File: src/hdl/ddr_pkg.sv
// DDR side constants shared by the read pump, the FIFO and the tile writer
// Addresses count 64-bit words, not bytes
// Framebuffer stride assumes a 640 pixel wide, 32 bpp surface
`default_nettype none

package ddr_pkg;

	// Bus geometry
	localparam int DDR_ADDR_W = 29;
	localparam int DDR_DATA_W = 64;

	typedef logic [DDR_ADDR_W-1:0] ddr_addr_t;
	typedef logic [DDR_DATA_W-1:0] ddr_word_t;
	typedef logic [7:0]            burst_t;

	// Tile descriptor: two header words, then the splat records
	localparam int HEADER_WORDS = 2;
	// One record is one read burst
	localparam int SPLAT_WORDS  = 2;
	// Colour bytes sit in the low bits of record word 1
	localparam int REC_COLOR_W  = 32;

	// Read buffering
	localparam int FIFO_DEPTH = 16;
	localparam int FIFO_AW    = $clog2(FIFO_DEPTH);

	// Framebuffer writes, one burst per tile row
	localparam int WR_BURST     = 8;
	localparam int FB_STRIDE_QW = 320;

endpackage

`default_nettype wire

File: src/hdl/raster_pkg.sv
// Tile geometry and datapath types for the rasterizer
// Tiles are square and a power of two on a side
// Buffer addresses are row major, row in the upper bits
`default_nettype none

package raster_pkg;

	localparam int TILE_DIM    = 16;
	localparam int TILE_PIXELS = TILE_DIM * TILE_DIM;
	localparam int TILE_CW     = $clog2(TILE_DIM);

	typedef logic [2*TILE_CW-1:0] tb_addr_t;

	// One framebuffer pixel, red in the low byte
	typedef struct packed {
		logic [7:0] pad;
		logic [7:0] b;
		logic [7:0] g;
		logic [7:0] r;
	} pixel_t;

	// Matches the record: word 0 in the low 64 bits, colour above
	typedef struct packed {
		logic [7:0]        opacity;
		logic [7:0]        b;
		logic [7:0]        g;
		logic [7:0]        r;
		logic signed [15:0] y1;
		logic signed [15:0] x1;
		logic signed [15:0] y0;
		logic signed [15:0] x0;
	} splat_t;

	// Tile sequencer states
	typedef enum logic [2:0] {
		IDLE,
		FLUSH_WAIT,
		CLEAR,
		PROCESS,
		FLUSH,
		DONE
	} seq_state_t;

endpackage

`default_nettype wire

File: src/hdl/splat_reader.sv
// Builds one splat from two consecutive FIFO words
// Holds the splat and stalls the FIFO until it is taken
`timescale 1ns/10ps
`default_nettype none

module splat_reader import ddr_pkg::*, raster_pkg::*; (
	input  logic      clk,
	input  logic      reset,
	input  ddr_word_t word_data,
	input  logic      word_valid,
	output logic      word_ready,
	output splat_t    splat,
	output logic      splat_valid,
	input  logic      take
);

	// Next word is record word 1
	logic second;
	logic accept;

	assign word_ready = !splat_valid;
	assign accept     = word_valid && word_ready;

	always_ff @(posedge clk) begin
		if (reset) begin
			second      <= 1'b0;
			splat_valid <= 1'b0;
		end else begin
			if (take)
				splat_valid <= 1'b0;
			if (accept) begin
				second <= !second;
				if (second)
					splat_valid <= 1'b1;
			end
		end
	end

	// Box from word 0, colour from the low half of word 1
	always_ff @(posedge clk) begin
		if (accept) begin
			if (second)
				splat[$bits(splat_t)-1:DDR_DATA_W] <= word_data[REC_COLOR_W-1:0];
			else
				splat[DDR_DATA_W-1:0] <= word_data;
		end
	end

endmodule

`default_nettype wire

File: config.mk
export PLATFORM = sky130hd
export DESIGN_NAME = splat_reader
export DESIGN_NICKNAME = d
export VERILOG_FILES = /design/src/hdl/ddr_pkg.sv /design/src/hdl/raster_pkg.sv /design/src/hdl/splat_reader.sv
export SDC_FILE = /design/constraint.sdc
export NUM_CORES = 1
export LEC_CHECK = 0
export BUFFER_PORTS_ARGS = -buffer_cell sky130_fd_sc_hd__buf_2
export CAP_MARGIN = 5
export CORE_ASPECT_RATIO = 0.9
export CORE_UTILIZATION = 30
export CTS_CLUSTER_SIZE = 12
export DETAILED_ROUTE_END_ITERATION = 7
export GPL_TIMING_DRIVEN = 0
export PLACE_DENSITY = 0.65
export RECOVER_POWER = 50
export SLEW_MARGIN = 25
export SYNTH_ARGS = -nofsm -noshare
export SYNTH_HDL_FRONTEND = slang
export SYNTH_SLANG_ARGS = --single-unit
File: constraint.sdc
create_clock -name clk -period 4 [get_ports clk]
set_input_delay 0.4 -clock clk [delete_from_list [all_inputs] [get_ports clk]]
set_output_delay 0.4 -clock clk [all_outputs]
set_load 0.05 [all_outputs]
==> results.md <==
- Clock transition at path regs: about 0.10 ns
- Clock network fraction of total power: between 20% and 30%
- 1st-iter DRT viols: 46
- Arrival @ worst endpoint: between 1.5 and 2 ns
- GRT Overall Usage: 12.0%
- Area of all placed cells without fillers: 4130 um^2
- Post-Place Cell Area: 4020 um^2
- Endpoints failing hold: 0
- Row cnt: 34
- CTS tree: built
- Commonest cells post-synth: 96 x edfxtp_1, 2 x dfxtp_1, 2 x inv_1, 2 x nor2b_1
- Ant diodes: 0
- Fin worst setup slack: 2.38 ns
- CTS H-tree depth: 3
- Full die area: about 10000 um^2
- Final nets: around 350
- CP Data Required Time: about 4.1 ns
- Post-CTS Resized: 0
- Final Non-Filler Cells: 417
- Critical Path Slowest Stage Cell: nor2b_4
- Cts hold-fix bufs: 0
- Share of async-settable or async-resettable flops after synthesis: 0%
- Sw Share: a little under a third
- Routed wire per std cell: roughly 15 um
- Flops & latches, synth: between 90 and 100
- Type of the most critical hold path: input pin to register
- Synthesized netlist cell count: 108
- Vias in the first global route: 1792
- CP peak stage delay: around 0.51 ns
- Register area share after synthesis: 97.9%
- Routed vias: between 1.5k and 2k
- Clk_lat worst skew: between 0.3 and 0.4 ns
- Bufs on Longest Clock Path: 2
- Final ANT Viol Nets: 0
- Input/output buffers: 165
- DIE WIDTH: 107 um
- Crit-path cells: nor2b_1 -> nor2b_4 -> buf_12
- Area share of the largest cell type after synthesis: 96.6%
- Leak Pwr: 1.56 nW
- Hpwl dp: 4600 um
- # fillers: 884
- Syn Area/Cell: 27.6 um^2
- Maximum vdd drop: 0.237 mV
- Share of cells above drive strength 1: a little over two fifths
- Postcts setup bufs: 0
- GRT overflow: 0
- DR vias/cell: 4.08
- Reported net switching power: 0.000659 W
- DRC Markers: 0
- Height of the die: 96.6 um
- Critical path class: register to register
- Worst Setup End Kind: register
- Netlist cell types: 10
- Largest net degree at the start of global routing: 33
- Mapped Area: 2980 um^2
- First-pass GRT wire length: 9000 um
- Fin crit period: 1.62 ns
- CTS Buf Count: 9
- Count leader, synth: edfxtp_1
- Pre-CTS WS: about 2.2 ns
- Core ar.: 9660 um^2
- Final WL: between 6000 and 7000 um
- Measured slew at the worst slew-check pin: 0.705 ns
- Status: finished, final reports clean
- Initial antenna violation count: 0
- PwrDens: around 530 nW/um^2
- Pwr Total: between 0.002 and 0.0025 W
- Final Max Tran Viols: 0
- Top post-synthesis cells by area: edfxtp_1 97%, dfxtp_1 1.3%, nor2b_1 0.42%
- Net count after synthesis: 176
- MaxCap Viol Count: 0
- Slew margin rel.: 52.9%
- Root buffer cell: clkbuf_8
- Register share of total power: 56.5%
- CP max FO: 25
- Synth Flop Type: edfxtp_1
- Reg area: 2920 um^2
- Drt first pass iters: 4
- Peak Freq: 0.618 GHz
- Final setup viols: 0
- EDFF count, synth: 96
- # clock sinks: 98
- RSZ-0062 raised after global routing: false
- Layout Area Growth over Synthesis: 38.4%
- Clk_skew: approximately 0.0088 ns
- Synthesis Warnings: 0
- Total negative slack: 0 ns
- Cell taking the most area after synthesis: edfxtp_1
- Internal power: 0.00151 W
- RePlAce Congestion: a little over 0.7
- IO Pins: 166
- Final period util: 40.5%
- Comb pwr share: 16.6%
- Crit path launch type: register
- Initial Utilization: roughly 31%
- Placed Cells: 401
- Area of the multi-input gates: 61.3 um^2
[critical path: cells and delay by family (launching register included)]
kind	cells	cell delay [ns]
buffers and inverters	1	0.25
DFF	1	0.36
and+or+nand+nor	2	0.69
[worst paths after layout]
check / from / to / slack (ns) / cells after the start
max: splat_valid$_SDFF_PP0_ / splat[36]$_DFFE_PP_ / 2.38 / 3
min: word_data[58] / splat[58]$_DFFE_PP_ / 0.22 / 1
min reg2reg: splat_valid$_SDFF_PP0_ / splat_valid$_SDFF_PP0_ / 0.53 / 2
max reg2reg: splat_valid$_SDFF_PP0_ / splat[36]$_DFFE_PP_ / 2.38 / 3
[power by group through the flow]
| stage | combinational [W] | clock (W) | sequential, W |
|---|---|---|---|
| 6_report | 0.000360 | 0.000586 | 0.00123 |
| 5_1_grt | 0.000375 | 0.000652 | 0.00123 |
| 4_1_cts | 0.000374 | 0.000612 | 0.00123 |
| 3_5_place_dp | 0.000374 | 0 | 0.00125 |
| 3_3_place_gp | 0.000357 | 0 | 0.00125 |
| 2_1_floorplan | 0.0000308 | 0 | 0.00148 |
[area by class of cell]
class / instances / share of cell area [%]
Multi-Input combinational cell: 8 / 1.48
Sequential cell: 98 / 70.7
Tap cell: 126 / 3.82
Clock buffer: 9 / 3.00
Inverter: 2 / 0.182
Timing Repair Buffer: 167 / 19.4
Clock inverter: 7 / 1.42
[kinds of logic (layout without fill, tap and decap cells)]
group / after synthesis / after routing / share of synthesized area (%)
AO/OA/AOI/OAI: 1 / 1 / 0.168
flip-flops: 98 / 98 / 97.9
multiplexers: 1 / 1 / 0.377
buffers and inverters: 2 / 185 / 0.252
AND/OR/NAND/NOR: 6 / 6 / 1.26
[state kept, by name, summed over array words and instances, names as in the netlist]
signal / flops
splat: 96
second: 1
splat_valid: 1
[layout by cell type (no fill, tap or decap), drive strengths merged]
master / netlist / layout
nand2b: 1 / 1
and2b: 1 / 1
nand3b: 1 / 1
nor2b: 2 / 2
a21oi: 1 / 1
nor2: 1 / 1
clkbuf: 0 / 68
inv: 2 / 6
buf: 0 / 108
edfxtp: 96 / 96
mux2: 1 / 1
clkinvlp: 0 / 1
clkinv: 0 / 2
dfxtp: 2 / 2
[layer usage]
metal	up-vias	routed length (um)	part of all wire [%]	GRT usage [%]
li1	787	-	-	-
met1	807	2270	37	12.9
met2	99	2950	48	19.1
met3	8	826	13	7.41
met4	0	87	1.4	4.43
met5	-	0	0	0
[per-stage QoR]
step,utilization (%),hold WS (ns)
after detailed placement,41.7,0.518
after CTS,43.5,0.193
after global placement,41.1,0.515
after global routing,42.8,0.181
final,42.8,0.215
after floorplan,-,0.469
Power figures use the tool's default switching activity.
