==> config.mk <==
export PLATFORM = sky130hd
export DESIGN_NAME = tile_rasterizer_flat
export DESIGN_NICKNAME = d
export VERILOG_FILES = /design/src/hdl/raster_pkg.sv /design/src/hdl/tile_buf_if.sv /design/src/hdl/tile_rasterizer.sv /design/src/flat_wrapper.sv
export SDC_FILE = /design/constraint.sdc
export NUM_CORES = 1
export LEC_CHECK = 0
export CORE_ASPECT_RATIO = 0.75
export CORE_MARGIN = 2
export CORE_UTILIZATION = 55
export DETAILED_ROUTE_END_ITERATION = 6
export DONT_BUFFER_PORTS = 1
export PLACE_DENSITY = 0.7
export SYNTH_ARGS = -nofsm -noshare
export SYNTH_HDL_FRONTEND = slang
export SYNTH_SLANG_ARGS = --single-unit
==> constraint.sdc <==
create_clock -name clk -period 6.8 [get_ports clk]
set_input_delay 1.36 -clock clk [delete_from_list [all_inputs] [get_ports clk]]
set_output_delay 1.36 -clock clk [all_outputs]
set_load 0.005 [all_outputs]
==> src/hdl/raster_pkg.sv <==
// Tile geometry and datapath types for the rasterizer
// Tiles are square and a power of two on a side
// Buffer addresses are row major, row in the upper bits
`default_nettype none

package raster_pkg;

	localparam int TILE_DIM    = 16;
	localparam int TILE_PIXELS = TILE_DIM * TILE_DIM;
	localparam int TILE_CW     = $clog2(TILE_DIM);

	typedef logic [2*TILE_CW-1:0] tb_addr_t;

	// One framebuffer pixel, red in the low byte
	typedef struct packed {
		logic [7:0] pad;
		logic [7:0] b;
		logic [7:0] g;
		logic [7:0] r;
	} pixel_t;

	// Matches the record: word 0 in the low 64 bits, colour above
	typedef struct packed {
		logic [7:0]        opacity;
		logic [7:0]        b;
		logic [7:0]        g;
		logic [7:0]        r;
		logic signed [15:0] y1;
		logic signed [15:0] x1;
		logic signed [15:0] y0;
		logic signed [15:0] x0;
	} splat_t;

	// Tile sequencer states
	typedef enum logic [2:0] {
		IDLE,
		FLUSH_WAIT,
		CLEAR,
		PROCESS,
		FLUSH,
		DONE
	} seq_state_t;

endpackage

`default_nettype wire

==> src/hdl/tile_buf_if.sv <==
// One port of a tile buffer, a read channel and a write channel
// Read data is valid the cycle after the read address
`timescale 1ns/10ps
`default_nettype none

interface tile_buf_if import raster_pkg::*; ();

	tb_addr_t rd_addr;
	pixel_t   rd_data;
	tb_addr_t wr_addr;
	pixel_t   wr_data;
	logic     wr_en;

	// Buffer bank side
	modport owner (
		input  rd_addr, wr_addr, wr_data, wr_en,
		output rd_data
	);

	// Rasterizer or writer side
	modport user (
		output rd_addr, wr_addr, wr_data, wr_en,
		input  rd_data
	);

endinterface

`default_nettype wire

==> src/hdl/tile_rasterizer.sv <==
// Blends one splat at constant opacity over its box clipped to the tile
// One pixel per cycle: read, blend register, write back
// Pixels within a splat never repeat, so no read after write hazard
// A splat that misses the tile completes the cycle after start
`timescale 1ns/10ps
`default_nettype none

module tile_rasterizer import raster_pkg::*; (
	input  logic        clk,
	input  logic        reset,
	input  splat_t      splat,
	input  logic [15:0] tile_px,
	input  logic [15:0] tile_py,
	input  logic        start,
	output logic        done,
	tile_buf_if.user    tb
);

	logic signed [17:0] lx0, lx1, ly0, ly1;
	logic empty;
	splat_t sp;
	logic running;
	logic [TILE_CW-1:0] x, y, cx0, cx1, cy1;
	logic p0_valid, p0_last;
	logic p1_valid, p1_last;
	tb_addr_t p0_addr, p1_addr;
	pixel_t p1_pix;

	// Limit a tile relative coordinate to the tile
	function automatic logic [TILE_CW-1:0] clamp(input logic signed [17:0] v);
		if (v < 0)
			return '0;
		if (v > TILE_DIM - 1)
			return TILE_CW'(TILE_DIM - 1);
		return v[TILE_CW-1:0];
	endfunction

	// src * a + dst * (255 - a), then >> 8
	function automatic logic [7:0] blend(input logic [7:0] s, input logic [7:0] d,
		input logic [7:0] a);
		logic [15:0] sum;
		sum = s * a + d * (8'd255 - a);
		return sum[15:8];
	endfunction

	// Box corners relative to the tile origin
	assign lx0 = $signed({{2{splat.x0[15]}}, splat.x0}) - $signed({2'b00, tile_px});
	assign lx1 = $signed({{2{splat.x1[15]}}, splat.x1}) - $signed({2'b00, tile_px});
	assign ly0 = $signed({{2{splat.y0[15]}}, splat.y0}) - $signed({2'b00, tile_py});
	assign ly1 = $signed({{2{splat.y1[15]}}, splat.y1}) - $signed({2'b00, tile_py});

	// Nothing to draw when the box misses the tile or is inverted
	assign empty = (lx1 < 0) || (ly1 < 0) || (lx0 > TILE_DIM - 1) || (ly0 > TILE_DIM - 1) ||
		(lx0 > lx1) || (ly0 > ly1);

	always_ff @(posedge clk) begin
		if (reset) begin
			running  <= 1'b0;
			p0_valid <= 1'b0;
			p1_valid <= 1'b0;
			done     <= 1'b0;
		end else begin
			p0_valid <= running;
			p1_valid <= p0_valid;
			done     <= (p1_valid && p1_last) || (start && empty);
			if (start)
				running <= !empty;
			else if (running && x == cx1 && y == cy1)
				running <= 1'b0;
		end
	end

	always_ff @(posedge clk) begin
		if (start) begin
			sp  <= splat;
			x   <= clamp(lx0);
			y   <= clamp(ly0);
			cx0 <= clamp(lx0);
			cx1 <= clamp(lx1);
			cy1 <= clamp(ly1);
		end else if (running) begin
			// Row walk, left to right then down
			if (x == cx1) begin
				x <= cx0;
				y <= y + 1'b1;
			end else begin
				x <= x + 1'b1;
			end
		end
		p0_addr    <= {y, x};
		p0_last    <= (x == cx1) && (y == cy1);
		p1_addr    <= p0_addr;
		p1_last    <= p0_last;
		p1_pix.pad <= '0;
		p1_pix.r   <= blend(sp.r, tb.rd_data.r, sp.opacity);
		p1_pix.g   <= blend(sp.g, tb.rd_data.g, sp.opacity);
		p1_pix.b   <= blend(sp.b, tb.rd_data.b, sp.opacity);
	end

	assign tb.rd_addr = {y, x};
	assign tb.wr_addr = p1_addr;
	assign tb.wr_data = p1_pix;
	assign tb.wr_en   = p1_valid;

	// Dispatcher waits for done before the next splat
	a_start_idle: assert property (@(posedge clk) disable iff (reset)
		start |-> !running && !p0_valid && !p1_valid);

endmodule

`default_nettype wire

==> src/flat_wrapper.sv <==
// flat-port wrapper written by rule: the top's interface ports become plain ports
module tile_rasterizer_flat import raster_pkg::*;
  (clk, reset, splat, tile_px, tile_py, start, done, tb_rd_addr, tb_wr_addr, tb_wr_data, tb_wr_en, tb_rd_data);
  tile_buf_if tb_i ();
  input  logic clk;
  input  logic reset;
  input  splat_t splat;
  input  logic [15:0] tile_px;
  input  logic [15:0] tile_py;
  input  logic start;
  output logic done;
  output wire logic [$bits(tb_i.rd_addr)-1:0] tb_rd_addr;
  output wire logic [$bits(tb_i.wr_addr)-1:0] tb_wr_addr;
  output wire logic [$bits(tb_i.wr_data)-1:0] tb_wr_data;
  output wire logic [$bits(tb_i.wr_en)-1:0] tb_wr_en;
  input wire logic [$bits(tb_i.rd_data)-1:0] tb_rd_data;
  assign tb_rd_addr = tb_i.rd_addr;
  assign tb_wr_addr = tb_i.wr_addr;
  assign tb_wr_data = tb_i.wr_data;
  assign tb_wr_en = tb_i.wr_en;
  assign tb_i.rd_data = tb_rd_data;
  tile_rasterizer u_core (.clk(clk), .reset(reset), .splat(splat), .tile_px(tile_px), .tile_py(tile_py), .start(start), .done(done), .tb(tb_i));
endmodule
==> results.txt <==
Asr flop ratio synth: 0%
Worst Path Required: 7.08 ns
Grt ovf: 0
All-Layer GR Usage: 25.1%
Library cells used by synthesis: 73
Share of cells above drive strength 1: 2.60%
Slew HR: 35.6%
Area Growth Syn to Fin: 4.21%
Fmax: 163 MHz
DRC Markers: 0
Post-Syn Area: 20000 um2
Max-cap violations: 0
Startpoint types: flip-flop
CTS Hold Buffers Added: 0
First-pass GRT wire length: 75600 um
Final period utilization: 90.4%
CP Class: flip-flop to flip-flop
Nets: 2922
Largest net degree at the start of global routing: 65
Initial antenna violation count: 2
Power per cell area: 419 nW/um2
RSZ-0062 raised after global routing: no
Design Power: 0.00873 W
Port Buffers: 0
Clock skew: 0.0157 ns
Post-Route WL: 45600 um
Sequential cell area fraction in the yosys report: 12.4%
Hold Startpoint: u_core.p0_addr[3]
Number of H-tree levels: 3
Effective utilization at floorplan: 55.8%
Leakage: 10.4 nW
TNS Setup: 0 ns
DR vias: 14400
Commonest non-fill, non-tap cell in the layout: inv_1
Ports: 213
Mean Syn Cell Area: 9.07 um2
Initial drt markers: 659
Root Driver: clkbuf_16
CP max FO: 19
DR pass1 iterations: 5
CTS Buf Count: 9
Reg2Reg Setup Slack: 0.65 ns
Layout fillers: 3190
VDD IR max: 0.352 mV
Synth Register Bits: 98
Multi-input logic area: 15500 um2
TritonCTS clock tree: built
DIE HEIGHT: 169 um
Register Area: 2480 um2
R2r endpoint: u_core.tb.wr_data[22]
Crit path time final: 6.15 ns
Rows: 60
ANT nets after route: 0
Gpl congestion: 0.919
Worst Hold Class: flip-flop to flip-flop
Main synth FF type: edfxtp_1
Worst-path clk slew: 0.09 ns
Die ar.: 37900 um2
Design area: 20900 um2
DP HPWL: 38200 um
Cell Area, Placed: 20500 um2
Core Footprint: 35900 um2
Endpoints failing hold: 0
Skew-Pair Late Insertion Delay: 0.39 ns
Status: completed
Crit. End Element: flip-flop
Reg2reg start: u_core.sp[90]
Synth warnings: 0
Crit path DAT: 6.43 ns
Most frequent cells in the layout: inv_1 (487), fa_1 (289), ha_1 (284)
Worst-Margin Slew: 0.966 ns
Worst Setup EP: u_core.tb.wr_data[22]
Number of synthesized flops with an enable pin: 52
Max clock buf depth: 2
Fin. max-slew vios: 0
Crit path launch: u_core.sp[90]
Vias per Instance: 5.41
Die X: 224 um
CTS Sinks: 98
Final setup fails: 0
CTS resizes: 0
R2R depth: 21
Post-CTS Setup Inserts: 0
Cells after Synth: 2206
Vias in the first global route: 15000
Fin util: 58.1%
Wirelength per Cell: 17.2 um
stage by stage:
step	hold WS, ns	instances	setup WS, ns
floorplan	0.310	2213	0.859
global placement	0.310	2640	0.454
detailed placement	0.315	2640	0.337
CTS	0.323	2656	0.617
global route	0.334	2656	0.262
finish	0.325	2657	0.650
registers in the layout (all words and copies together), names as in the netlist:
signal and flops:
u_core.sp 32, u_core.y 4, u_core.cx0 4, u_core.tb.wr_addr 8, u_core.p0_valid 1, u_core.running 1, u_core.cy1 4, u_core.x 4
u_core.done 1, u_core.p0_addr 8, u_core.cx1 4, u_core.p0_last 1, u_core.tb.wr_en 1, u_core.p1_last 1, u_core.tb.wr_data 24
synthesized netlist by cell type, drive strengths merged (8+ instances only):
| cell | instances | area, um2 |
|---|---|---|
| a21o | 30 | 225 |
| buf | 11 | 80.1 |
| o211ai | 17 | 128 |
| nor2b | 156 | 976 |
| xnor2 | 60 | 526 |
| a41oi | 8 | 70.1 |
| nand4 | 14 | 87.6 |
| and2 | 121 | 757 |
| inv | 487 | 1830 |
| fa | 289 | 5790 |
| dfxtp | 46 | 921 |
| clkbuf | 48 | 180 |
| o21a | 11 | 82.6 |
| ha | 284 | 3550 |
| a21oi | 83 | 419 |
| nand2b | 73 | 457 |
| nor3 | 22 | 110 |
| edfxtp | 52 | 1560 |
| o21ai | 46 | 230 |
| nor2 | 56 | 210 |
| a211oi | 9 | 67.6 |
| nand2 | 125 | 469 |
| xor2 | 38 | 333 |
| nand3 | 16 | 80.1 |
area by class of cell:
| cell class | count | area share [%] |
|---|---|---|
| Antenna cell | 1 | 0.0120 |
| Sequential cell | 98 | 11.9 |
| Multi-Input combinational cell | 1569 | 74.2 |
| Clock buffer | 9 | 1.08 |
| Timing Repair Buffer | 21 | 0.876 |
| Clock inverter | 7 | 0.402 |
| Tap cell | 465 | 2.79 |
| Inverter | 487 | 8.77 |
worst max-delay path, stage by stage (launching register included):
cell and delay [ns]:
edfxtp_1 0.70, buf_4 0.35, and2_1 0.18, fa_1 0.51
ha_1 0.14, inv_1 0.05, fa_1 0.52, inv_1 0.05
fa_1 0.53, inv_1 0.05, fa_1 0.44, fa_1 0.49
inv_1 0.04, ha_1 0.25, nor2b_1 0.12, o21ai_0 0.14
nand2b_1 0.07, a21oi_1 0.28, o21ai_0 0.25, a41oi_1 0.46
a21boi_0 0.20, xor2_1 0.18
power by group:
group,leakage [nW],switching (W),internal (W)
registers,0.895,0.000109,0.000874
logic,9.35,0.00389,0.00331
clock network,0.151,0.000287,0.000264
logic make-up (layout without fill, tap and decap cells):
kind of cell	after synthesis	count (layout)	share of synthesized area, %
AO/OA/AOI/OAI	260	260	8.49
XOR/XNOR	98	98	4.29
adder cells (fa/ha/maj)	573	573	46.7
buffers and inverters	546	524	10.4
flip-flops	98	98	12.4
multiplexers	5	5	0.281
other	1	9	0.0187
AND/OR/NAND/NOR	625	625	17.4
worst min path at each step:
stage | slack (ns) | endpoint | cells past startpoint
final | 0.32 | u_core.tb.wr_addr[3] | 0
after floorplan | 0.31 | u_core.p1_last | 0
after global placement | 0.31 | u_core.tb.wr_addr[4] | 0
after detailed placement | 0.32 | u_core.tb.wr_addr[7] | 0
after CTS | 0.32 | u_core.tb.wr_addr[3] | 0
after global routing | 0.33 | u_core.tb.wr_addr[3] | 0
metal layers:
layer	wire, um	global-route usage (%)	share of wire, %	up-vias
met4	511	4.61	1.1	2
met3	2680	4.99	5.9	41
met1	21500	35.2	47	7135
met2	20900	41.1	46	322
met5	15	0	0.033	-
li1	-	-	-	6875
Note: power is estimated with default switching activity, not from simulation.
