$ cat src/hdl/ddr_pkg.sv
// DDR side constants shared by the read pump, the FIFO and the tile writer
// Addresses count 64-bit words, not bytes
// Framebuffer stride assumes a 640 pixel wide, 32 bpp surface
`default_nettype none

package ddr_pkg;

	// Bus geometry
	localparam int DDR_ADDR_W = 29;
	localparam int DDR_DATA_W = 64;

	typedef logic [DDR_ADDR_W-1:0] ddr_addr_t;
	typedef logic [DDR_DATA_W-1:0] ddr_word_t;
	typedef logic [7:0]            burst_t;

	// Tile descriptor: two header words, then the splat records
	localparam int HEADER_WORDS = 2;
	// One record is one read burst
	localparam int SPLAT_WORDS  = 2;
	// Colour bytes sit in the low bits of record word 1
	localparam int REC_COLOR_W  = 32;

	// Read buffering
	localparam int FIFO_DEPTH = 16;
	localparam int FIFO_AW    = $clog2(FIFO_DEPTH);

	// Framebuffer writes, one burst per tile row
	localparam int WR_BURST     = 8;
	localparam int FB_STRIDE_QW = 320;

endpackage

`default_nettype wire

$ cat src/hdl/raster_pkg.sv
// Tile geometry and datapath types for the rasterizer
// Tiles are square and a power of two on a side
// Buffer addresses are row major, row in the upper bits
`default_nettype none

package raster_pkg;

	localparam int TILE_DIM    = 16;
	localparam int TILE_PIXELS = TILE_DIM * TILE_DIM;
	localparam int TILE_CW     = $clog2(TILE_DIM);

	typedef logic [2*TILE_CW-1:0] tb_addr_t;

	// One framebuffer pixel, red in the low byte
	typedef struct packed {
		logic [7:0] pad;
		logic [7:0] b;
		logic [7:0] g;
		logic [7:0] r;
	} pixel_t;

	// Matches the record: word 0 in the low 64 bits, colour above
	typedef struct packed {
		logic [7:0]        opacity;
		logic [7:0]        b;
		logic [7:0]        g;
		logic [7:0]        r;
		logic signed [15:0] y1;
		logic signed [15:0] x1;
		logic signed [15:0] y0;
		logic signed [15:0] x0;
	} splat_t;

	// Tile sequencer states
	typedef enum logic [2:0] {
		IDLE,
		FLUSH_WAIT,
		CLEAR,
		PROCESS,
		FLUSH,
		DONE
	} seq_state_t;

endpackage

`default_nettype wire

$ cat src/hdl/tile_buf_if.sv
// One port of a tile buffer, a read channel and a write channel
// Read data is valid the cycle after the read address
`timescale 1ns/10ps
`default_nettype none

interface tile_buf_if import raster_pkg::*; ();

	tb_addr_t rd_addr;
	pixel_t   rd_data;
	tb_addr_t wr_addr;
	pixel_t   wr_data;
	logic     wr_en;

	// Buffer bank side
	modport owner (
		input  rd_addr, wr_addr, wr_data, wr_en,
		output rd_data
	);

	// Rasterizer or writer side
	modport user (
		output rd_addr, wr_addr, wr_data, wr_en,
		input  rd_data
	);

endinterface

`default_nettype wire

$ cat src/hdl/tile_writer.sv
// Flushes a finished tile to the framebuffer one row at a time
// Each row is fetched into a local buffer, then sent as one burst
// Two pixels per word, even pixel in the low half
// Assumes the tile origin X is even and a row fits one burst
`timescale 1ns/10ps
`default_nettype none

module tile_writer import ddr_pkg::*, raster_pkg::*; (
	input  logic        clk,
	input  logic        reset,
	input  logic        start,
	output logic        running,
	input  logic [15:0] tile_px,
	input  logic [15:0] tile_py,
	input  ddr_addr_t   fb_base,
	tile_buf_if.user    tb,
	output ddr_addr_t   wr_addr,
	output burst_t      wr_burstcnt,
	output ddr_word_t   wr_data,
	output logic        wr_req,
	input  logic        wr_busy
);

	localparam int WIDX_W = $clog2(WR_BURST);

	logic [TILE_CW-1:0] row;
	logic [TILE_CW:0]   col;
	logic [TILE_CW-1:0] col_q;
	logic [WIDX_W-1:0]  widx;
	logic rd_v;
	logic wr_phase;
	logic fetching;
	ddr_word_t row_buf [WR_BURST];

	// Read phase until all pixels of the row are requested
	assign fetching = running && !wr_phase && !col[TILE_CW];

	assign tb.rd_addr = {row, col[TILE_CW-1:0]};
	assign tb.wr_addr = '0;
	assign tb.wr_data = '0;
	assign tb.wr_en   = 1'b0;

	// Row start in the framebuffer, held for the whole burst
	assign wr_addr = fb_base + ddr_addr_t'((32'(tile_py) + 32'(row)) * FB_STRIDE_QW) +
		ddr_addr_t'(tile_px >> 1);
	assign wr_burstcnt = burst_t'(WR_BURST);
	assign wr_data     = row_buf[widx];
	assign wr_req      = wr_phase;

	always_ff @(posedge clk) begin
		col_q <= col[TILE_CW-1:0];
		if (rd_v)
			row_buf[col_q[TILE_CW-1:1]][col_q[0]*$bits(pixel_t) +: $bits(pixel_t)] <= tb.rd_data;
	end

	always_ff @(posedge clk) begin
		if (reset) begin
			running  <= 1'b0;
			wr_phase <= 1'b0;
			rd_v     <= 1'b0;
			row      <= '0;
			col      <= '0;
			widx     <= '0;
		end else begin
			rd_v <= fetching;
			if (start) begin
				running <= 1'b1;
				row     <= '0;
				col     <= '0;
			end else if (fetching) begin
				col <= col + 1'b1;
			end
			// Last pixel of the row landed
			if (rd_v && col_q == '1) begin
				wr_phase <= 1'b1;
				widx     <= '0;
			end
			// One word leaves per cycle without back-pressure
			if (wr_phase && !wr_busy) begin
				widx <= widx + 1'b1;
				if (widx == WIDX_W'(WR_BURST - 1)) begin
					wr_phase <= 1'b0;
					col      <= '0;
					row      <= row + 1'b1;
					if (row == '1)
						running <= 1'b0;
				end
			end
		end
	end

endmodule

`default_nettype wire

$ cat src/flat_wrapper.sv
// flat-port wrapper written by rule: the top's interface ports become plain ports
module tile_writer_flat import ddr_pkg::*, raster_pkg::*;
  (clk, reset, start, running, tile_px, tile_py, fb_base, wr_addr, wr_burstcnt, wr_data, wr_req, wr_busy, tb_rd_addr, tb_wr_addr, tb_wr_data, tb_wr_en, tb_rd_data);
  tile_buf_if tb_i ();
  input  logic clk;
  input  logic reset;
  input  logic start;
  output logic running;
  input  logic [15:0] tile_px;
  input  logic [15:0] tile_py;
  input  ddr_addr_t fb_base;
  output ddr_addr_t wr_addr;
  output burst_t wr_burstcnt;
  output ddr_word_t wr_data;
  output logic wr_req;
  input  logic wr_busy;
  output wire logic [$bits(tb_i.rd_addr)-1:0] tb_rd_addr;
  output wire logic [$bits(tb_i.wr_addr)-1:0] tb_wr_addr;
  output wire logic [$bits(tb_i.wr_data)-1:0] tb_wr_data;
  output wire logic [$bits(tb_i.wr_en)-1:0] tb_wr_en;
  input wire logic [$bits(tb_i.rd_data)-1:0] tb_rd_data;
  assign tb_rd_addr = tb_i.rd_addr;
  assign tb_wr_addr = tb_i.wr_addr;
  assign tb_wr_data = tb_i.wr_data;
  assign tb_wr_en = tb_i.wr_en;
  assign tb_i.rd_data = tb_rd_data;
  tile_writer u_core (.clk(clk), .reset(reset), .start(start), .running(running), .tile_px(tile_px), .tile_py(tile_py), .fb_base(fb_base), .tb(tb_i), .wr_addr(wr_addr), .wr_burstcnt(wr_burstcnt), .wr_data(wr_data), .wr_req(wr_req), .wr_busy(wr_busy));
endmodule
$ cat config.mk
export PLATFORM = sky130hd
export DESIGN_NAME = tile_writer_flat
export DESIGN_NICKNAME = d
export VERILOG_FILES = /design/src/hdl/ddr_pkg.sv /design/src/hdl/raster_pkg.sv /design/src/hdl/tile_buf_if.sv /design/src/hdl/tile_writer.sv /design/src/flat_wrapper.sv
export SDC_FILE = /design/constraint.sdc
export NUM_CORES = 1
export LEC_CHECK = 0
export BUFFER_PORTS_ARGS = -buffer_cell sky130_fd_sc_hd__clkbuf_2
export CORE_AREA = 2 2 245 174
export DETAILED_ROUTE_END_ITERATION = 12
export DIE_AREA = 0 0 247 176
export PLACE_DENSITY = 0.81
export SYNTH_ARGS = -nofsm -noshare
export SYNTH_HDL_FRONTEND = slang
export SYNTH_SLANG_ARGS = --single-unit
$ cat constraint.sdc
create_clock -name clk -period 7.2 [get_ports clk]
set_input_delay 1.08 -clock clk [delete_from_list [all_inputs] [get_ports clk]]
set_output_delay 1.08 -clock clk [all_outputs]
set_load 0.03 [all_outputs]
==> summary.txt, run 1 <==
max-cap violation count - 0
Reg power frac - 47.7%
CTS Buf Count - 45
I/O pins - 249
Seq/Total Area, Yosys - 65.83%
full die area - 43470 µm²
Wirelength per Cell - 24.85 µm
CTS Hold Bufs - 0
post-synthesis cell count - 1394
Max stage delay on crit path - 0.37 ns
DR pass1 iterations - 5
ANT nets after route - 0
vias in the first global route - 13420
Clock Tree Buf Depth - 3
All-Layer GR Usage - 25.46%
Pint - 0.005227 W
final count of hold timing violations - 0
first-pass GRT wire length - 81820 µm
ys async rst share - 0%
Starting Density - 58.76%
clock network power share - 32.8%
die width - 247 µm
standard-cell rows - 62
Unique masters post-synth - 58
largest net degree at the start of global routing - 115
Pwr Density - 254.7 nW/µm²
Switching Fraction - 27.08%
most common cell after layout, fill and taps aside - edfxtp_1
DP Area - 26070 µm²
CP arrival - 6.02 ns
Total Nets Final - 1878
Via density - 6.091
Final Max Tran Viols - 0
total number of vias - 13820
Area contributors post-synth - edfxtp_1 64%, mux4_2 12%, ha_1 4.2%, mux2_2 3.0%, dfxtp_1 1.8%
combinational fraction of design power - 19.5%
endpoint class of the critical path - output port
area leader, netlist - edfxtp_1
clock root cell - clkbuf_16
Post-Syn Area per Cell - 17.23 µm²
area share of the largest cell type after synthesis - 64.00%
CTS tree - done
Main synth FF type - edfxtp_1
CTS Sinks - 534
clk_lat worst skew - 0.56 ns
Sw Pwr - 0.001942 W
max_slew headroom - 28.17%
Max FO, Critical Path - 3
status - complete, no violations
Leak Pwr - 10.08 nW
1st-iter DRT viols - 1435
post-synthesis cell area - 24020 µm²
H-tree depth - 2
commonest non-fill, non-tap cells in the layout - 512 x edfxtp_1, 192 x clkbuf_2, 128 x mux4_2
Max Clock Skew - 0.02515 ns
CP Data Required Time - 6.12 ns
Worst VDD drop - 0.1947 mV
Tmin final - 7.098 ns
I/O Buffers - 198
total negative setup slack - 0 ns
layout cell share with drive strength beyond 1 - 37.54%
Die Y-Extent - 176 µm
Hold WC Path Type - reg -> reg
Routed WL - 56380 µm
Core ar. - 40880 µm²
Worst setup SP type - primary input
Final HPWL DP - 34060 µm
RSZ-0062 raised after global routing - yes
Crit Path Class - in -> out
initial antenna violation count - 8
total congestion overflow - 0
EDFF count, synth - 512
Pwr Total - 0.007169 W
CTS clk-pin slew, worst paths - 0.06 ns
CP max stage cell - a221o_1
Hold Worst Slack - 0.4190 ns
Syn. warnings - 0
final worst-path cycle share - 98.59%
Remaining DRCs - 0
Slew @ Worst Pin - 1.078 ns
final instance area - 28150 µm²
Area growth, synth to finish - 17.17%
Critical Path Most Common Cell - ha_4
flops & latches, synth - 534
reg2reg setup slack - 4.49 ns
GPL Wtd Cong - 0.8995
fmax - 140.9 MHz
# setup viols final - 0
==> state kept, by name (all words and copies together), names as in the netlist, named ones only <==
signal and flops:
u_core.row_buf 512, u_core.col 5, u_core.col_q 4, u_core.row 4, u_core.widx 3, u_core.rd_v 1
u_core.running 1, u_core.wr_req 1
==> synth_stat cells (18+ instances only) <==
master      n
nor2b_1    39
a21o_1     18
xor2_1     19
mux4_2    128
inv_1      53
nor2_1     56
ha_1       81
clkbuf_1   34
a21oi_1    37
buf_4      53
edfxtp_1  512
mux2_2     64
nand2_1    42
o21ai_0    22
xnor2_1    34
dfxtp_1    22
and2_1     35
==> final cells by class <==
class	instances	area, µm²
inverter	53	198.9
fill	2492	12730
timing repair buffer	303	1819
clock buffer	52	1152
multi-input combinational	751	8223
clock inverter	28	232.7
antenna	4	10.01
tap	544	680.7
sequential	534	15830
==> cells by family after synthesis <==
| logic type | synth area share, % |
|---|---|
| flops | 65.83 |
| simple gates | 5.016 |
| mux | 15.04 |
| buf+inv | 3.339 |
| compound gates | 3.589 |
| fa+ha+maj | 5.219 |
| xor+xnor | 1.932 |
| other cells | 0.03126 |
==> layer usage <==
metal	routed length (µm)	GRT usage, %
met5	37	0
met4	1777	7.555
met3	4812	4.955
met2	28270	41.39
met1	21480	35.45
==> power by group through the flow <==
| stage | clock network (W) | logic (W) | registers (W) |
|---|---|---|---|
| after global routing | 0.00248 | 0.00149 | 0.00342 |
| final | 0.00235 | 0.00140 | 0.00342 |
| after CTS | 0.00237 | 0.00128 | 0.00342 |
| after detailed placement | 0 | 0.00124 | 0.00349 |
| after floorplan | 0 | 0.000847 | 0.00348 |
| after global placement | 0 | 0.00123 | 0.00348 |
==> worst max-delay path: cells and delay by family <==
family / cells / cell delay [ns]
buffers and inverters: 6 / 0.77
adder cells (fa/ha/maj): 6 / 1.47
XOR/XNOR: 3 / 0.47
AND/OR/NAND/NOR: 9 / 1.07
AO/OA/AOI/OAI: 6 / 1.12
==> per-stage QoR <==
step,setup slack (ns),util (%),std cells
3_3_place_gp,-0.2412,63.76,2168
5_1_grt,-0.1621,68.83,2266
2_1_floorplan,0.07983,-,1441
4_1_cts,-0.02754,67.47,2251
3_5_place_dp,-0.2553,63.76,2168
6_report,0.1015,68.85,2269
==> final timing paths <==
| kind | startpoint | end | depth (start not counted) |
|---|---|---|---|
| setup / recovery | tile_py[0] | wr_addr[26] | 30 |
| hold / removal | u_core.col[0]$_SDFF_PP0_ | u_core.col_q[0]$_DFF_P_ | 0 |
| setup reg to reg | u_core.col_q[0]$_DFF_P_ | u_core.row_buf[2][58]$_DFFE_PP_ | 3 |
| hold reg to reg | u_core.col[0]$_SDFF_PP0_ | u_core.col_q[0]$_DFF_P_ | 0 |
==> repair_timing <==
item / CTS / global route
pin swaps: 17 / 71
endpoints found under the hold margin: 0 / 0
endpoints found under the setup margin: 7 / 14
setup buffers: 3 / 14
gates resized for setup: 22 / 84
Note: power is estimated with default switching activity, not from simulation.
==> inputs of run 2 (changes only) <==
--- a/config.mk
+++ b/config.mk
@@ -10,6 +10,7 @@
 export DETAILED_ROUTE_END_ITERATION = 12
 export DIE_AREA = 0 0 247 176
 export PLACE_DENSITY = 0.81
+export REMOVE_ABC_BUFFERS = 1
 export SYNTH_ARGS = -nofsm -noshare
 export SYNTH_HDL_FRONTEND = slang
 export SYNTH_SLANG_ARGS = --single-unit
==> run 2 against run 1 <==
Compared with the run above: the run now ends with negative setup slack left; worst hold slack worse by 0.011 ns; via count is 2.0% lower; sequential power hardly changed.
==> summary.txt, run 2 (synthesis gave the netlist of run 1 again) <==
commonest non-fill, non-tap cells in the layout - 512 x edfxtp_1, 191 x clkbuf_2, 128 x mux4_2 (was 512 x edfxtp_1, 192 x clkbuf_2, 128 x mux4_2)
cell count after placement - 2170 (was 2168)
largest net degree at the start of global routing - 108 (was 115)
M2 GR Usage - 40.81% (was 41.39%)
Reg-to-Reg Start - u_core.col_q[0]$_DFF_P_ (unchanged)
ANT nets after route - 0 (unchanged)
standard-cell rows - 62 (unchanged)
CTS Sinks - 534 (unchanged)
CP Data Required Time - 6.12 ns (about the same)
Total Nets Final - 1874 (was 1878)
most common cell after layout, fill and taps aside - edfxtp_1 (unchanged)
Pwr Density - 255.3 nW/µm² (was 254.7 nW/µm²)
GPL Wtd Cong - 0.9294 (was 0.8995)
fillers - 2499 (was 2492)
Largest register FFs - 512 (unchanged)
clk_lat worst skew - 0.55 ns (was 0.56 ns)
Crit Path Class - in -> out (unchanged)
status - finished with violations (was complete, no violations)
Die Y-Extent - 176 µm (unchanged)
Clock Tree Buf Depth - 3 (unchanged)
Final Max Tran Viols - 0 (unchanged)
H-tree depth - 2 (unchanged)
Core ar. - 40880 µm² (unchanged)
Worst Reg2Reg Path Length in Cells - 4 (was 3)
I/O Buffers - 198 (unchanged)
failing checks - negative setup slack
gr busiest metal - met2 (unchanged)
total number of vias - 13550 (was 13820)
die width - 247 µm (unchanged)
Worst VDD drop - 0.1916 mV (was 0.1947 mV)
Max Clock Skew - 0.006288 ns (was 0.02515 ns)
Area growth, synth to finish - 16.99% (was 17.17%)
Hold Crit Start - u_core.col[1]$_SDFF_PP0_ (was u_core.col[0]$_SDFF_PP0_)
CTS clk-pin slew, worst paths - 0.07 ns (was 0.06 ns)
endpoint class of the critical path - output port (unchanged)
CP arrival - 6.17 ns (was 6.02 ns)
I/O pins - 249 (unchanged)
clock root cell - clkbuf_16 (unchanged)
1st-iter DRT viols - 1238 (was 1435)
CTS Hold Bufs - 0 (unchanged)
layout cell share with drive strength beyond 1 - 37.82% (was 37.54%)
Hold Worst Slack - 0.4076 ns (was 0.4190 ns)
Max FO, Critical Path - 3 (unchanged)
GR Util met3 - 3.694% (was 4.955%)
RSZ-0062 raised after global routing - yes (unchanged)
max_slew headroom - 36.28% (was 28.17%)
All-Layer GR Usage - 24.69% (was 25.46%)
setup ws final - -0.04960 ns (was 0.1015 ns)
worst hold path stage count - 0 (unchanged)
initial antenna violation count - 2 (was 8)
Hold WC Path Type - reg -> reg (unchanged)
dpl ws - -0.3184 ns (was -0.2553 ns)
max-cap violation count - 0 (unchanged)
CTS Buf Count - 44 (was 45)
Tmin final - 7.250 ns (was 7.098 ns)
CTS tree - done (unchanged)
fmax - 137.9 MHz (was 140.9 MHz)
met1 usage in global routing - 34.80% (was 35.45%)
non-filler cells, final - 2262 (was 2269)
first-pass GRT wire length - 79970 µm (was 81820 µm)
Hold Path End - u_core.col_q[1]$_DFF_P_ (was u_core.col_q[0]$_DFF_P_)
final count of hold timing violations - 0 (unchanged)
Leak Pwr - 10.09 nW (was 10.08 nW)
reg2reg setup slack - 4.93 ns (was 4.49 ns)
Final HPWL DP - 31790 µm (was 34060 µm)
full die area - 43470 µm² (unchanged)
# setup viols final - 1 (was 0)
worst reg2reg path endpoint - u_core.row_buf[3][19]$_DFFE_PP_ (was u_core.row_buf[2][58]$_DFFE_PP_)
DR pass1 iterations - 6 (was 5)
Starting Density - 58.76% (unchanged)
final worst-path cycle share - 100.7% (was 98.59%)
Routed WL - 53810 µm (was 56380 µm)
vias in the first global route - 13560 (was 13420)
Via density - 5.988 (was 6.091)
Remaining DRCs - 0 (unchanged)
Slew @ Worst Pin - 0.9558 ns (was 1.078 ns)
total congestion overflow - 0 (unchanged)
Worst setup SP type - primary input (unchanged)
Wirelength per Cell - 23.79 µm (was 24.85 µm)
## run 2: metrics by stage
stage	utilization, %	total power, W	TNS (ns)	cell area, µm²
after floorplan	-	0.004303	-11.83	23600
after detailed placement	63.79	0.004746	-1.246	26080
final	68.75	0.007176	-0.04960	28110
after global placement	63.79	0.004729	-0.7118	26080
after CTS	67.63	0.007098	0	27650
after global routing	68.75	0.007411	-0.9996	28110
## run 2: repair_timing
item / in CTS / in global routing
pin swaps: 32 / 57
setup endpoints to repair: 7 / 14
buffers inserted: 3 / 9
resized for setup: 31 / 74
## run 2: how the worst max path moves through the flow
stage                     cells past startpoint       start     endpoint  slack [ns]
final                                        28  tile_py[0]  wr_addr[26]       -0.05
after global routing                         26  tile_py[0]  wr_addr[26]       -0.29
after CTS                                    26  tile_py[0]  wr_addr[28]       0.003
after detailed placement                     27  tile_py[1]  wr_addr[26]       -0.32
after global placement                       27  tile_py[1]  wr_addr[26]       -0.24
after floorplan                               2    register   wr_data[0]       -0.18
## run 2: area by class of cell
type | instances | area, µm² | share of cell area [%]
inverters | 53 | 198.9 | 0.7078
diodes | 2 | 5.005 | 0.01781
multi-input cells | 751 | 8193 | 29.15
clock inverters | 27 | 245.2 | 0.8725
well taps | 544 | 680.7 | 2.422
repair buffers | 300 | 1805 | 6.424
flip-flops and latches | 534 | 15830 | 56.32
clock buffers | 51 | 1149 | 4.087
## run 2: metal layers
layer | part of all wire [%] | wire length [µm]
met1 | 40 | 21550
met2 | 51 | 27330
met3 | 6.6 | 3528
met4 | 2.6 | 1400
met5 | 0 | 0
## run 2: power by group
group	switching (W)	total [W]	leakage (nW)	internal (W)
Sequential	0.00000417	0.00341	4.86	0.00341
Combinational	0.000872	0.00140	4.54	0.000532
Clock	0.00104	0.00236	0.690	0.00132
Total	0.00192	0.00718	10.1	0.00526
## run 2: worst max-delay path, stage by stage
cell and delay (ns):
buf_6 0.07, ha_4 0.12, inv_2 0.04, fa_2 0.38
nor2b_2 0.17, o21ai_2 0.10, nand2_2 0.10, nand3_2 0.10
xnor2_2 0.20, ha_1 0.29, ha_4 0.19, buf_4 0.15
o21a_4 0.22, o311ai_4 0.09, a21boi_2 0.12, o41ai_2 0.32
o211ai_1 0.17, a21oi_1 0.19, xnor2_1 0.17, ha_1 0.30
ha_4 0.25, a21o_1 0.19, a21oi_2 0.15, nand2_1 0.06
or3_1 0.37, a31oi_1 0.22, xnor2_1 0.15, buf_4 0.18
